$ cat src/noc_bridge_pkg.sv
// Shared widths, channel codes and credit constants, referenced by scoped name from every bridge file
package noc_bridge_pkg;

  ////////////////////////////////////////////////////////////
  // Flit and credit sizing
  ////////////////////////////////////////////////////////////

  localparam int FlitW   = 32;
  // Receive slots per channel on each side of the link
  localparam int NumCred = 8;
  localparam int CredW   = 4;

  // Credit counter reset value, the far side starts with every slot free
  localparam logic [CredW-1:0] CredInit = CredW'(NumCred);

  // Owed credits at this level go out even without data to carry them
  localparam logic [CredW-1:0] ForceSendThresh = CredW'(NumCred - 4);

  ////////////////////////////////////////////////////////////
  // Virtual channel codes
  ////////////////////////////////////////////////////////////

  // Used both as data_hdr and as credit_hdr
  localparam logic ChanReq = 1'b0;
  localparam logic ChanRsp = 1'b1;

  ////////////////////////////////////////////////////////////
  // Beat word and AXIS link widths
  ////////////////////////////////////////////////////////////

  // Beat word is {data_hdr, flit, data_valid, credit_hdr, credits}
  localparam int BeatW  = FlitW + CredW + 3;

  // tdata is {data_hdr, flit}
  localparam int TdataW = FlitW + 1;

  // tuser is {data_valid, credit_hdr, credits}
  localparam int TuserW = CredW + 2;

endpackage
$ cat src/noc_axis_bridge.sv
// Top level of the NoC to AXIS bridge, two virtual channels over one credit-controlled AXIS link
module noc_axis_bridge (
  input  logic                              clk_i,
  input  logic                              rst_i,
  // NoC flits going out over the link
  input  logic                              noc_req_valid_i,
  input  logic [noc_bridge_pkg::FlitW-1:0]  noc_req_data_i,
  output logic                              noc_req_ready_o,
  input  logic                              noc_rsp_valid_i,
  input  logic [noc_bridge_pkg::FlitW-1:0]  noc_rsp_data_i,
  output logic                              noc_rsp_ready_o,
  // NoC flits received from the link
  output logic                              noc_req_valid_o,
  output logic [noc_bridge_pkg::FlitW-1:0]  noc_req_data_o,
  input  logic                              noc_req_ready_i,
  output logic                              noc_rsp_valid_o,
  output logic [noc_bridge_pkg::FlitW-1:0]  noc_rsp_data_o,
  input  logic                              noc_rsp_ready_i,
  // AXIS output
  output logic                              axis_out_tvalid_o,
  output logic [noc_bridge_pkg::TdataW-1:0] axis_out_tdata_o,
  output logic [noc_bridge_pkg::TuserW-1:0] axis_out_tuser_o,
  input  logic                              axis_out_tready_i,
  // AXIS input
  input  logic                              axis_in_tvalid_i,
  input  logic [noc_bridge_pkg::TdataW-1:0] axis_in_tdata_i,
  input  logic [noc_bridge_pkg::TuserW-1:0] axis_in_tuser_i,
  output logic                              axis_in_tready_o
);

  logic                             sync_req_valid;
  logic                             sync_rsp_valid;
  logic                             sync_req_ready;
  logic                             sync_rsp_ready;
  logic [noc_bridge_pkg::FlitW-1:0] sync_req_data;
  logic [noc_bridge_pkg::FlitW-1:0] sync_rsp_data;
  logic                             sync_req_dv;
  logic                             sync_rsp_dv;
  logic [noc_bridge_pkg::CredW-1:0] req_pending;
  logic [noc_bridge_pkg::CredW-1:0] rsp_pending;
  logic [noc_bridge_pkg::BeatW-1:0] beat_req;
  logic [noc_bridge_pkg::BeatW-1:0] beat_rsp;
  logic                             arb_valid;
  logic                             arb_ready;
  logic                             arb_fire;
  logic [noc_bridge_pkg::BeatW-1:0] arb_beat;
  logic [noc_bridge_pkg::FlitW-1:0] in_flit;
  logic                             push_req;
  logic                             push_rsp;
  logic                             push_req_ready;
  logic                             push_rsp_ready;
  logic [1:0]                       cred_rx_valid;
  logic [noc_bridge_pkg::CredW-1:0] cred_rx_count;
  logic [1:0]                       consume_pending;
  logic                             req_deliver;
  logic                             rsp_deliver;

  assign arb_fire    = arb_valid && arb_ready;
  assign req_deliver = noc_req_valid_o && noc_req_ready_i;
  assign rsp_deliver = noc_rsp_valid_o && noc_rsp_ready_i;

  ////////////////////////////////////////////////////////////
  // Outbound path
  ////////////////////////////////////////////////////////////

  credit_sync u_sync_req (
    .clk_i             (clk_i),
    .rst_i             (rst_i),
    .in_valid_i        (noc_req_valid_i),
    .in_data_i         (noc_req_data_i),
    .in_ready_o        (noc_req_ready_o),
    .beat_valid_o      (sync_req_valid),
    .beat_data_o       (sync_req_data),
    .beat_data_valid_o (sync_req_dv),
    .beat_ready_i      (sync_req_ready),
    .cred_rx_valid_i   (cred_rx_valid[0]),
    .cred_rx_count_i   (cred_rx_count),
    .deliver_i         (req_deliver),
    .pending_o         (req_pending),
    .consume_pending_i (consume_pending[0])
  );

  credit_sync u_sync_rsp (
    .clk_i             (clk_i),
    .rst_i             (rst_i),
    .in_valid_i        (noc_rsp_valid_i),
    .in_data_i         (noc_rsp_data_i),
    .in_ready_o        (noc_rsp_ready_o),
    .beat_valid_o      (sync_rsp_valid),
    .beat_data_o       (sync_rsp_data),
    .beat_data_valid_o (sync_rsp_dv),
    .beat_ready_i      (sync_rsp_ready),
    .cred_rx_valid_i   (cred_rx_valid[1]),
    .cred_rx_count_i   (cred_rx_count),
    .deliver_i         (rsp_deliver),
    .pending_o         (rsp_pending),
    .consume_pending_i (consume_pending[1])
  );

  rr_beat_arbiter u_arb (
    .clk_i       (clk_i),
    .rst_i       (rst_i),
    .req_valid_i ({sync_rsp_valid, sync_req_valid}),
    .req_beat_i  ({beat_rsp, beat_req}),
    .req_ready_o ({sync_rsp_ready, sync_req_ready}),
    .out_valid_o (arb_valid),
    .out_beat_o  (arb_beat),
    .out_ready_i (arb_ready)
  );

  // Keeps the AXIS beat stable under back-pressure
  flit_fifo #(
    .Depth (2),
    .Width (noc_bridge_pkg::BeatW)
  ) u_out_fifo (
    .clk_i        (clk_i),
    .rst_i        (rst_i),
    .push_valid_i (arb_valid),
    .push_data_i  (arb_beat),
    .push_ready_o (arb_ready),
    .pop_valid_o  (axis_out_tvalid_o),
    .pop_data_o   ({axis_out_tdata_o, axis_out_tuser_o}),
    .pop_ready_i  (axis_out_tready_i)
  );

  ////////////////////////////////////////////////////////////
  // Control
  ////////////////////////////////////////////////////////////

  bridge_ctrl u_ctrl (
    .pending_req_i         (req_pending),
    .pending_rsp_i         (rsp_pending),
    .req_beat_data_i       (sync_req_data),
    .req_beat_data_valid_i (sync_req_dv),
    .rsp_beat_data_i       (sync_rsp_data),
    .rsp_beat_data_valid_i (sync_rsp_dv),
    .beat_req_o            (beat_req),
    .beat_rsp_o            (beat_rsp),
    .out_beat_i            (arb_beat),
    .out_fire_i            (arb_fire),
    .axis_in_tvalid_i      (axis_in_tvalid_i),
    .axis_in_tdata_i       (axis_in_tdata_i),
    .axis_in_tuser_i       (axis_in_tuser_i),
    .axis_in_tready_o      (axis_in_tready_o),
    .in_flit_o             (in_flit),
    .push_req_o            (push_req),
    .push_rsp_o            (push_rsp),
    .push_req_ready_i      (push_req_ready),
    .push_rsp_ready_i      (push_rsp_ready),
    .cred_rx_valid_o       (cred_rx_valid),
    .cred_rx_count_o       (cred_rx_count),
    .consume_pending_o     (consume_pending)
  );

  ////////////////////////////////////////////////////////////
  // Inbound queues
  ////////////////////////////////////////////////////////////

  flit_fifo #(
    .Depth (noc_bridge_pkg::NumCred),
    .Width (noc_bridge_pkg::FlitW)
  ) u_in_req_fifo (
    .clk_i        (clk_i),
    .rst_i        (rst_i),
    .push_valid_i (push_req),
    .push_data_i  (in_flit),
    .push_ready_o (push_req_ready),
    .pop_valid_o  (noc_req_valid_o),
    .pop_data_o   (noc_req_data_o),
    .pop_ready_i  (noc_req_ready_i)
  );

  flit_fifo #(
    .Depth (noc_bridge_pkg::NumCred),
    .Width (noc_bridge_pkg::FlitW)
  ) u_in_rsp_fifo (
    .clk_i        (clk_i),
    .rst_i        (rst_i),
    .push_valid_i (push_rsp),
    .push_data_i  (in_flit),
    .push_ready_o (push_rsp_ready),
    .pop_valid_o  (noc_rsp_valid_o),
    .pop_data_o   (noc_rsp_data_o),
    .pop_ready_i  (noc_rsp_ready_i)
  );

endmodule

$ cat src/bridge_ctrl.sv
// Bridge control, assembles outbound beat words and decodes inbound AXIS beats into queue pushes and credits
module bridge_ctrl (
  // Outbound channel state
  input  logic [noc_bridge_pkg::CredW-1:0]  pending_req_i,
  input  logic [noc_bridge_pkg::CredW-1:0]  pending_rsp_i,
  input  logic [noc_bridge_pkg::FlitW-1:0]  req_beat_data_i,
  input  logic                              req_beat_data_valid_i,
  input  logic [noc_bridge_pkg::FlitW-1:0]  rsp_beat_data_i,
  input  logic                              rsp_beat_data_valid_i,
  output logic [noc_bridge_pkg::BeatW-1:0]  beat_req_o,
  output logic [noc_bridge_pkg::BeatW-1:0]  beat_rsp_o,
  // Arbiter output as accepted by the output FIFO
  input  logic [noc_bridge_pkg::BeatW-1:0]  out_beat_i,
  input  logic                              out_fire_i,
  // AXIS input
  input  logic                              axis_in_tvalid_i,
  input  logic [noc_bridge_pkg::TdataW-1:0] axis_in_tdata_i,
  input  logic [noc_bridge_pkg::TuserW-1:0] axis_in_tuser_i,
  output logic                              axis_in_tready_o,
  // Inbound queues
  output logic [noc_bridge_pkg::FlitW-1:0]  in_flit_o,
  output logic                              push_req_o,
  output logic                              push_rsp_o,
  input  logic                              push_req_ready_i,
  input  logic                              push_rsp_ready_i,
  // Credit strobes, index 0 request and index 1 response
  output logic [1:0]                        cred_rx_valid_o,
  output logic [noc_bridge_pkg::CredW-1:0]  cred_rx_count_o,
  output logic [1:0]                        consume_pending_o
);

  logic                             cred_chan;
  logic [noc_bridge_pkg::CredW-1:0] cred_count;
  logic                             out_cred_hdr;
  logic                             in_data_hdr;
  logic                             in_data_valid;
  logic                             in_cred_hdr;
  logic                             in_accept;

  ////////////////////////////////////////////////////////////
  // Outbound beat assembly
  ////////////////////////////////////////////////////////////

  // Larger owed count rides along, response wins a tie
  assign cred_chan  = (pending_req_i > pending_rsp_i) ? noc_bridge_pkg::ChanReq
                                                      : noc_bridge_pkg::ChanRsp;
  assign cred_count = (pending_req_i > pending_rsp_i) ? pending_req_i : pending_rsp_i;

  assign beat_req_o = {noc_bridge_pkg::ChanReq, req_beat_data_i, req_beat_data_valid_i,
                       cred_chan, cred_count};
  assign beat_rsp_o = {noc_bridge_pkg::ChanRsp, rsp_beat_data_i, rsp_beat_data_valid_i,
                       cred_chan, cred_count};

  // credit_hdr sits just above the credit count
  assign out_cred_hdr = out_beat_i[noc_bridge_pkg::CredW];

  assign consume_pending_o[0] = out_fire_i && (out_cred_hdr == noc_bridge_pkg::ChanReq);
  assign consume_pending_o[1] = out_fire_i && (out_cred_hdr == noc_bridge_pkg::ChanRsp);

  ////////////////////////////////////////////////////////////
  // Inbound beat decode
  ////////////////////////////////////////////////////////////

  assign {in_data_hdr, in_flit_o}                        = axis_in_tdata_i;
  assign {in_data_valid, in_cred_hdr, cred_rx_count_o}   = axis_in_tuser_i;

  assign push_req_o = axis_in_tvalid_i && in_data_valid
                      && (in_data_hdr == noc_bridge_pkg::ChanReq);
  assign push_rsp_o = axis_in_tvalid_i && in_data_valid
                      && (in_data_hdr == noc_bridge_pkg::ChanRsp);

  // Credit-only beats are always taken
  always_comb begin
    if (!in_data_valid) begin
      axis_in_tready_o = 1'b1;
    end else if (in_data_hdr == noc_bridge_pkg::ChanReq) begin
      axis_in_tready_o = push_req_ready_i;
    end else begin
      axis_in_tready_o = push_rsp_ready_i;
    end
  end

  assign in_accept = axis_in_tvalid_i && axis_in_tready_o;

  assign cred_rx_valid_o[0] = in_accept && (in_cred_hdr == noc_bridge_pkg::ChanReq);
  assign cred_rx_valid_o[1] = in_accept && (in_cred_hdr == noc_bridge_pkg::ChanRsp);

endmodule

$ cat src/rr_beat_arbiter.sv
// Two-input round-robin arbiter that merges the request and response beat words into one stream
module rr_beat_arbiter (
  input  logic                                 clk_i,
  input  logic                                 rst_i,
  // Index 0 is the request channel, index 1 the response channel
  input  logic [1:0]                           req_valid_i,
  input  logic [2*noc_bridge_pkg::BeatW-1:0]   req_beat_i,
  output logic [1:0]                           req_ready_o,
  output logic                                 out_valid_o,
  output logic [noc_bridge_pkg::BeatW-1:0]     out_beat_o,
  input  logic                                 out_ready_i
);

  // Input that wins when both request
  logic prio_q;
  logic sel;

  always_comb begin
    if (req_valid_i[prio_q]) begin
      sel = prio_q;
    end else begin
      sel = !prio_q;
    end
  end

  assign out_valid_o = |req_valid_i;

  assign out_beat_o = sel ? req_beat_i[2*noc_bridge_pkg::BeatW-1:noc_bridge_pkg::BeatW]
                          : req_beat_i[noc_bridge_pkg::BeatW-1:0];

  assign req_ready_o[0] = out_ready_i && !sel;
  assign req_ready_o[1] = out_ready_i && sel;

  // Priority moves past the winner only on a real transfer
  always_ff @(posedge clk_i) begin
    if (rst_i) begin
      prio_q <= 1'b0;
    end else if (out_valid_o && out_ready_i) begin
      prio_q <= !sel;
    end
  end

endmodule

$ cat src/flit_fifo.sv
// Valid/ready circular-buffer FIFO, used for the inbound flit queues and the AXIS output stage
module flit_fifo #(
  parameter int Depth = 2,
  parameter int Width = 8
) (
  input  logic             clk_i,
  input  logic             rst_i,
  input  logic             push_valid_i,
  input  logic [Width-1:0] push_data_i,
  output logic             push_ready_o,
  output logic             pop_valid_o,
  output logic [Width-1:0] pop_data_o,
  input  logic             pop_ready_i
);

  localparam int PtrW = (Depth > 1) ? $clog2(Depth) : 1;
  localparam int CntW = $clog2(Depth + 1);

  logic [Width-1:0] mem_q [Depth];
  logic [PtrW-1:0]  wr_ptr_q;
  logic [PtrW-1:0]  rd_ptr_q;
  logic [CntW-1:0]  count_q;
  logic             push;
  logic             pop;

  // Wraps at Depth, which need not be a power of two
  function automatic logic [PtrW-1:0] ptr_next(input logic [PtrW-1:0] ptr);
    return (ptr == PtrW'(Depth - 1)) ? '0 : ptr + PtrW'(1);
  endfunction

  assign push_ready_o = (count_q != CntW'(Depth));
  assign pop_valid_o  = (count_q != '0);
  assign pop_data_o   = mem_q[rd_ptr_q];

  assign push = push_valid_i && push_ready_o;
  assign pop  = pop_valid_o && pop_ready_i;

  always_ff @(posedge clk_i) begin
    if (rst_i) begin
      wr_ptr_q <= '0;
      rd_ptr_q <= '0;
      count_q  <= '0;
    end else begin
      if (push) begin
        wr_ptr_q <= ptr_next(wr_ptr_q);
      end
      if (pop) begin
        rd_ptr_q <= ptr_next(rd_ptr_q);
      end
      if (push && !pop) begin
        count_q <= count_q + CntW'(1);
      end else if (pop && !push) begin
        count_q <= count_q - CntW'(1);
      end
    end
  end

  // Storage
  always_ff @(posedge clk_i) begin
    if (push) begin
      mem_q[wr_ptr_q] <= push_data_i;
    end
  end

endmodule

$ cat src/credit_sync.sv
// Outbound flit register of one channel, tracks free slots on the far side and credits owed to it
module credit_sync (
  input  logic                             clk_i,
  input  logic                             rst_i,
  // Flits from the local NoC
  input  logic                             in_valid_i,
  input  logic [noc_bridge_pkg::FlitW-1:0] in_data_i,
  output logic                             in_ready_o,
  // Beat towards the arbiter
  output logic                             beat_valid_o,
  output logic [noc_bridge_pkg::FlitW-1:0] beat_data_o,
  output logic                             beat_data_valid_o,
  input  logic                             beat_ready_i,
  // Credits returned by the far side
  input  logic                             cred_rx_valid_i,
  input  logic [noc_bridge_pkg::CredW-1:0] cred_rx_count_i,
  // Credits owed to the far side
  input  logic                             deliver_i,
  output logic [noc_bridge_pkg::CredW-1:0] pending_o,
  input  logic                             consume_pending_i
);

  logic                             full_q;
  logic [noc_bridge_pkg::FlitW-1:0] flit_q;
  logic [noc_bridge_pkg::CredW-1:0] avail_q;
  logic [noc_bridge_pkg::CredW-1:0] pending_q;
  logic [noc_bridge_pkg::CredW-1:0] cred_add;
  logic [noc_bridge_pkg::CredW-1:0] sent_dec;
  logic [noc_bridge_pkg::CredW-1:0] deliver_inc;
  logic                             data_ok;
  logic                             data_fire;
  logic                             load;

  // A held flit may leave only while the far side has a free slot
  assign data_ok   = full_q && (avail_q != '0);
  assign data_fire = beat_valid_o && beat_ready_i && data_ok;

  // Register frees up in the same cycle its flit is taken
  assign in_ready_o = !full_q || data_fire;
  assign load       = in_valid_i && in_ready_o;

  // Credit-only beat when nothing can be sent and enough credits are owed
  assign beat_valid_o      = data_ok || (pending_q >= noc_bridge_pkg::ForceSendThresh);
  assign beat_data_valid_o = data_ok;
  assign beat_data_o       = flit_q;
  assign pending_o         = pending_q;

  assign cred_add    = cred_rx_valid_i ? cred_rx_count_i : '0;
  assign sent_dec    = {{(noc_bridge_pkg::CredW-1){1'b0}}, data_fire};
  assign deliver_inc = {{(noc_bridge_pkg::CredW-1){1'b0}}, deliver_i};

  ////////////////////////////////////////////////////////////
  // Control state
  ////////////////////////////////////////////////////////////

  always_ff @(posedge clk_i) begin
    if (rst_i) begin
      full_q    <= 1'b0;
      avail_q   <= noc_bridge_pkg::CredInit;
      pending_q <= '0;
    end else begin
      if (load) begin
        full_q <= 1'b1;
      end else if (data_fire) begin
        full_q <= 1'b0;
      end

      avail_q <= avail_q - sent_dec + cred_add;

      // Whole count leaves with the beat, a delivery in that cycle stays owed
      if (consume_pending_i) begin
        pending_q <= deliver_inc;
      end else begin
        pending_q <= pending_q + deliver_inc;
      end
    end
  end

  // Flit payload
  always_ff @(posedge clk_i) begin
    if (load) begin
      flit_q <= in_data_i;
    end
  end

endmodule

$ cat config.mk
export PLATFORM = sky130hd
export DESIGN_NAME = noc_axis_bridge
export DESIGN_NICKNAME = d
export VERILOG_FILES = /design/src/noc_bridge_pkg.sv /design/src/noc_axis_bridge.sv /design/src/bridge_ctrl.sv /design/src/rr_beat_arbiter.sv /design/src/flit_fifo.sv /design/src/credit_sync.sv
export SDC_FILE = /design/constraint.sdc
export NUM_CORES = 1
export LEC_CHECK = 0
export ABC_AREA = 1
export BUFFER_PORTS_ARGS = -buffer_cell sky130_fd_sc_hd__buf_2
export CAP_MARGIN = 20
export CORE_UTILIZATION = 54
export DETAILED_ROUTE_END_ITERATION = 8
export PLACE_DENSITY_LB_ADDON = 0.2
export SYNTH_ARGS = -nofsm -noshare
export SYNTH_HDL_FRONTEND = slang
export SYNTH_HIERARCHICAL = 1
export SYNTH_SLANG_ARGS = --single-unit
$ cat constraint.sdc
create_clock -name clk_i -period 3.2 [get_ports clk_i]
set_input_delay 0.16 -clock clk_i [delete_from_list [all_inputs] [get_ports clk_i]]
set_output_delay 0.16 -clock clk_i [all_outputs]
set_load 0.02 [all_outputs]
==> impl_results.md, run 1 <==
- Status: finished clean
- Layout overhead on the synthesized area: 14.7%
- Finished Core Util: 0.630
- Height of the chip: 236 microns
- Total GRT Usage: 0.236
- Pin count of the biggest net entering global routing: 68
- Final min period: 2.77 ns
- Layout cells sized above 1: 0.157
- Fin Clk Skew: 0.0193 ns
- Antenna violations before repair: 2
- Port Buffers: 219
- Worst hold-check path type: input port to register
- Max Freq: 361 MHz
- Avg WL per Cell: 18.4 microns
- Worst path max stage delay: 0.49 ns
- Post-route clock period utilization: 0.864
- Warnings from Yosys: 6
- Critical path's slowest cell: buf_4
- Fin nets: 2956
- Hold slack: 0.0395 ns
- CTS H-tree lvls: 3
- DR iter-0 viols: 1309
- Via count: 18600
- CTS tree: built
- DP Wirelength: 37000 microns
- Crit end category: output port
- Drc violations: 0
- Worst Setup Start Kind: register
- Core area: 54000 sq um
- DP Area: 30600 sq um
- Vias in the first global route: 18600
- CP dominant cell by count: nand2_1
- CP Data Required Time: 3.04 ns
- Register bit total from synthesis: 704
- Filler instances: 4098
- Clock sinks: 704
- Die area: 55900 sq um
- CTS Buf Count: 73
- Clock transition at path regs: 0.06 ns
- Die W: 236 microns
- Antenna-violating nets left: 0
- Avg Vias per Cell: 5.24
- Post-synth top area cell: edfxtp_1
- First-pass GRT wire length: 102000 microns
- Critical Path AT: 2.61 ns
- Non-Filler Instances: 3558
- Max-cap violations: 0
- Mapped Area: 29700 sq um
- Routed wire length: 65300 microns
- Final Cell Area: 34000 sq um
- Yosys cell types: 35
- Peak supply drop: 0.661 mV
- Final Hold Fails: 0
- Top cell type's share of synthesized area: 0.662
- CP Buf/Inv Count: 3
- Synth top area cells: edfxtp_1, nor2_1, nand2_1
- Number of top-level pins: 220
- Post-synth net total: 2733
- Inst Count DP: 3323
- Kind of critical path: register to output port
- CP cell instances: inv_2, buf_4, o21ai_0, nand2_1, nand2_1, nand2_1, buf_2
- Post-Synthesis Cells: 2583
- Worst slew pin tran: 0.861 ns
- Syn_area_per_cell: 11.5 sq um
- Slew HR: 0.426
- CP top delay family: buffers and inverters
- Critical path peak fanout: 48
- Overflow left after global routing: 0
- Max Root-Sink Buffers: 3
- GPL Wtd Cong: 0.785
- Setup TNS: 0 ns
- Root Driver: clkbuf_16
- Initial Util: 0.549
- Leakage: 13.2 nW
- Post_cts resized: 0
- Final Slew Violations: 0
- RSZ-0062 raised after global routing: no
- Skew-Pair Late Insertion Delay: 0.62 ns
- Register area share after synthesis: 0.696
- Rows: 85
- Power Density: 847 nW/um^2
- Detailed-router iteration count before antenna repair: 5
- Setup violators final: 0
cell usage after synthesis, drive strengths merged:
cell / number
nand4: 1
mux2: 39
nor3: 2
xnor2: 2
nor2: 604
nand3: 30
conb: 2
or2: 7
inv: 104
fa: 4
ha: 35
nand2: 536
o21ai: 275
xor2: 6
edfxtp: 654
dfxtp: 50
clkbuf: 28
buf: 190
a21oi: 14
registers in the layout (all words and copies together), names as in the netlist, named ones only:
register and count:
u_in_rsp_fifo/count_q 4, u_in_req_fifo/wr_ptr_q 3, u_out_fifo/count_q 2, u_out_fifo/mem_q 78
u_sync_rsp/full_q 1, u_sync_req/avail_q 4, u_sync_req/pending_o 4, u_sync_req/full_q 1
u_in_rsp_fifo/rd_ptr_q 3, u_sync_rsp/avail_q 4, u_sync_req/beat_data_o 32, u_in_rsp_fifo/wr_ptr_q 3
u_arb/prio_q 1, u_out_fifo/rd_ptr_q 1, u_in_req_fifo/count_q 4, u_sync_rsp/pending_o 4
u_in_req_fifo/mem_q 256, u_out_fifo/wr_ptr_q 1, u_in_rsp_fifo/mem_q 256, u_sync_rsp/beat_data_o 32
u_in_req_fifo/rd_ptr_q 3
where the power goes:
part | internal (mW) | leakage [nW] | total [mW] | switching [mW]
combinational | 2.87 | 5.74 | 9.10 | 6.23
sequential | 11.0 | 6.37 | 11.4 | 0.391
clock | 4.89 | 1.14 | 8.32 | 3.43
total | 18.8 | 13.2 | 28.8 | 10.1
worst min-delay path: stages:
cell and delay, ns:
buf_2 0.10, nand2_1 0.07, inv_1 0.05, nand2_1 0.07, nand2_1 0.06, nand2_1 0.04, nand3_1 0.06
metrics by stage:
stage	total power, mW	setup WS [ns]
6_report	28.8	0.434
5_1_grt	30.4	0.280
4_1_cts	29.1	0.425
3_5_place_dp	20.6	0.605
3_3_place_gp	20.3	0.708
2_1_floorplan	18.2	0.105
cells by family after synthesis:
| family | share of synthesized area |
|---|---|
| fa+ha+maj | 0.0175 |
| compound gates | 0.0494 |
| other cells | 0.000253 |
| flops | 0.696 |
| xor+xnor | 0.00236 |
| mux | 0.0161 |
| buf+inv | 0.0660 |
| simple gates | 0.152 |
what timing repair did:
item | 4_1_cts | 5_1_grt
buffers inserted | 0 | 0
endpoints found under the hold margin | 588 | 0
setup endpoints to repair | 0 | 0
hold buffers | 104 | 0
placed cells by master (no fill, tap or decap), types with 18 or more instances in the layout:
master         count
o21ai_0          244
buf_2            219
nor2_1           582
dfxtp_1           45
nand2_1          534
edfxtp_1         654
nand3_1           27
dlygate4sd3_1    104
clkbuf_1          20
inv_1             97
nor2_4            18
clkbuf_16         75
buf_4             36
ha_1              35
mux2_2            29
o21ai_1           30
final timing paths:
check / from / to / slack, ns / cells after the start
hold reg to reg: u_in_req_fifo/rd_ptr_q[1] / register / 0.50 / 2
setup / recovery: register / noc_rsp_data_o[18] / 0.43 / 7
setup reg to reg: u_sync_rsp/avail_q[3] / u_sync_req/avail_q[2] / 0.64 / 16
hold / removal: axis_in_tuser_i[3] / u_sync_rsp/avail_q[3] / 0.04 / 7
layout make-up:
class,count,area [sq um],share of cell area
antenna,1,2.50,0.0000736
clock buffer,95,1950,0.0574
clock inverter,35,398,0.0117
inverter,104,390,0.0115
multi-input combinational,1557,7200,0.212
sequential,704,20700,0.607
tap,696,871,0.0256
timing repair buffer,366,2550,0.0749
routing by layer:
layer  wire, microns  global-route usage  share of wire  vias up
met4            2040              0.0878          0.031        2
met2           32800               0.407           0.50      586
met5               8                   0        0.00012        -
met1           26600               0.295           0.41     8889
li1                -                   -              -     9025
met3            3820              0.0446          0.058      134
Note: power is estimated with default switching activity, not from simulation.
==> inputs of run 2 (changes only) <==
MAX_ROUTING_LAYER = met4   (was not set)
==> impl_results.md, run 2 (synthesis results as in run 1) <==
- Status: finished clean
- Register share of total power: 0.395
- Switching share of power: 0.349
- Worst hold-check path type: input port to register
- CP Data Required Time: 3.04 ns
- Fin nets: 2956
- DR iter-0 viols: 1313
- Fin Clk Skew: 0.0223 ns
- Initial Util: 0.549
- Root Driver: clkbuf_16
- Top layer in use: met4
- Rows: 85
- Peak supply drop: 0.664 mV
- Avg WL per Cell: 18.4 microns
- Antenna violations before repair: 2
- Clk pwr share: 0.289
- Worst Setup Start Kind: register
- Non-Filler Instances: 3560
- Kind of critical path: register to output port
- Detailed-router iteration count before antenna repair: 5
- DR WL met2: 32900 microns
- Pin count of the biggest net entering global routing: 68
- Wl on met1: 27300 microns
- Post-route clock period utilization: 0.864
- Met3 WL post-DR: 3420 microns
- Layout overhead on the synthesized area: 14.7%
- CTS tree: built
- Number of top-level pins: 220
- Worst slew pin tran: 0.859 ns
- Setup TNS: 0 ns
- Port Buffers: 219
- Routed wire length: 65500 microns
- Commonest non-fill, non-tap cell in the layout: edfxtp_1
- Finished Core Util: 0.630
- CTS H-tree lvls: 3
- Die W: 236 microns
- Combinational Power Share: 0.316
- Post-CTS Setup Bufs: 0
- Skew-Pair Late Insertion Delay: 0.62 ns
- Layout cells sized above 1: 0.157
- Crit end category: output port
- GPL Wtd Cong: 0.796
- Vias in the first global route: 18600
- Height of the chip: 236 microns
- Total GRT Usage: 0.243
- First-pass GRT wire length: 102000 microns
- Max Root-Sink Buffers: 3
- Max-cap violations: 0
- Power Density: 848 nW/um^2
- Overflow left after global routing: 0
- Hold slack: 0.0378 ns
- Critical Path AT: 2.60 ns
- Final min period: 2.76 ns
- Avg Vias per Cell: 5.24
- Final Cell Area: 34000 sq um
- Clock sinks: 704
- Drc violations: 0
- Antenna-violating nets left: 0
- Internal: 18.8 mW
- Core area: 54000 sq um
- Inst Count DP: 3323
- Slew HR: 0.428
- Most frequent cells in the layout: edfxtp_1, nor2_1, nand2_1, o21ai_0, buf_2
- RSZ-0062 raised after global routing: no
- DP Area: 30600 sq um
- Clock transition at path regs: 0.06 ns
- Leakage: 13.2 nW
- Via count: 18700
- Critical path peak fanout: 48
- Max Freq: 362 MHz
- Final Slew Violations: 0
- Setup violators final: 0
- Top Registers: u_in_req_fifo/mem_q: 256 flops, u_in_rsp_fifo/mem_q: 256 flops, u_out_fifo/mem_q: 78 flops
- P_sw: 10.1 mW
- CTS Buf Count: 73
- Final Hold Fails: 0
- DP Wirelength: 37000 microns
- Die area: 55900 sq um
==> run 2: worst max-delay path, stage by stage, from the launching register on <==
cell,delay (ns)
dfxtp_4,0.36
inv_2,0.41
buf_4,0.49
o21ai_0,0.18
nand2_1,0.10
nand2_1,0.05
nand2_1,0.18
buf_2,0.20
==> run 2: stage by stage <==
| step | power, mW | setup slack (ns) |
|---|---|---|
| 2_1_floorplan | 18.2 | 0.105 |
| 3_3_place_gp | 20.3 | 0.708 |
| 3_5_place_dp | 20.6 | 0.605 |
| 4_1_cts | 29.1 | 0.425 |
| 5_1_grt | 30.4 | 0.288 |
| 6_report | 28.9 | 0.437 |
==> run 2: path summary, 6_finish.rpt <==
kind | from | end | slack [ns] | depth (start not counted)
setup reg to reg | u_sync_rsp/avail_q[3] | u_sync_req/avail_q[2] | 0.63 | 16
hold / removal | axis_in_tuser_i[3] | u_sync_rsp/avail_q[3] | 0.04 | 7
hold reg to reg | u_in_req_fifo/rd_ptr_q[1] | register | 0.50 | 2
setup / recovery | register | noc_rsp_data_o[18] | 0.44 | 7
==> run 2: routing by layer <==
layer / GRT usage / vias up
met5: - / -
met4: 0.0884 / 0
met3: 0.0445 / 128
met2: 0.407 / 504
met1: 0.295 / 8994
li1: - / 9027
==> run 2: final cells by class <==
class	instances	area (sq um)
diodes	3	7.51
clock buffers	95	1950
clock inverters	35	398
fillers	4097	20000
inverters	104	390
multi-input cells	1557	7200
flip-flops and latches	704	20700
well taps	696	871
repair buffers	366	2550
==> run 2: repair_timing <==
action	in CTS	in global routing
hold endpoints to repair	588	0
hold buffers	104	0
gates resized for setup	0	0
==> run 2: power by group through the flow <==
| stage | Clock [mW] | Sequential, mW | Combinational, mW |
|---|---|---|---|
| 2_1_floorplan | 0 | 11.4 | 6.76 |
| 3_3_place_gp | 0 | 11.6 | 8.79 |
| 3_5_place_dp | 0 | 11.6 | 8.99 |
| 4_1_cts | 8.49 | 11.4 | 9.16 |
| 5_1_grt | 8.83 | 11.5 | 10.1 |
| 6_report | 8.33 | 11.4 | 9.11 |
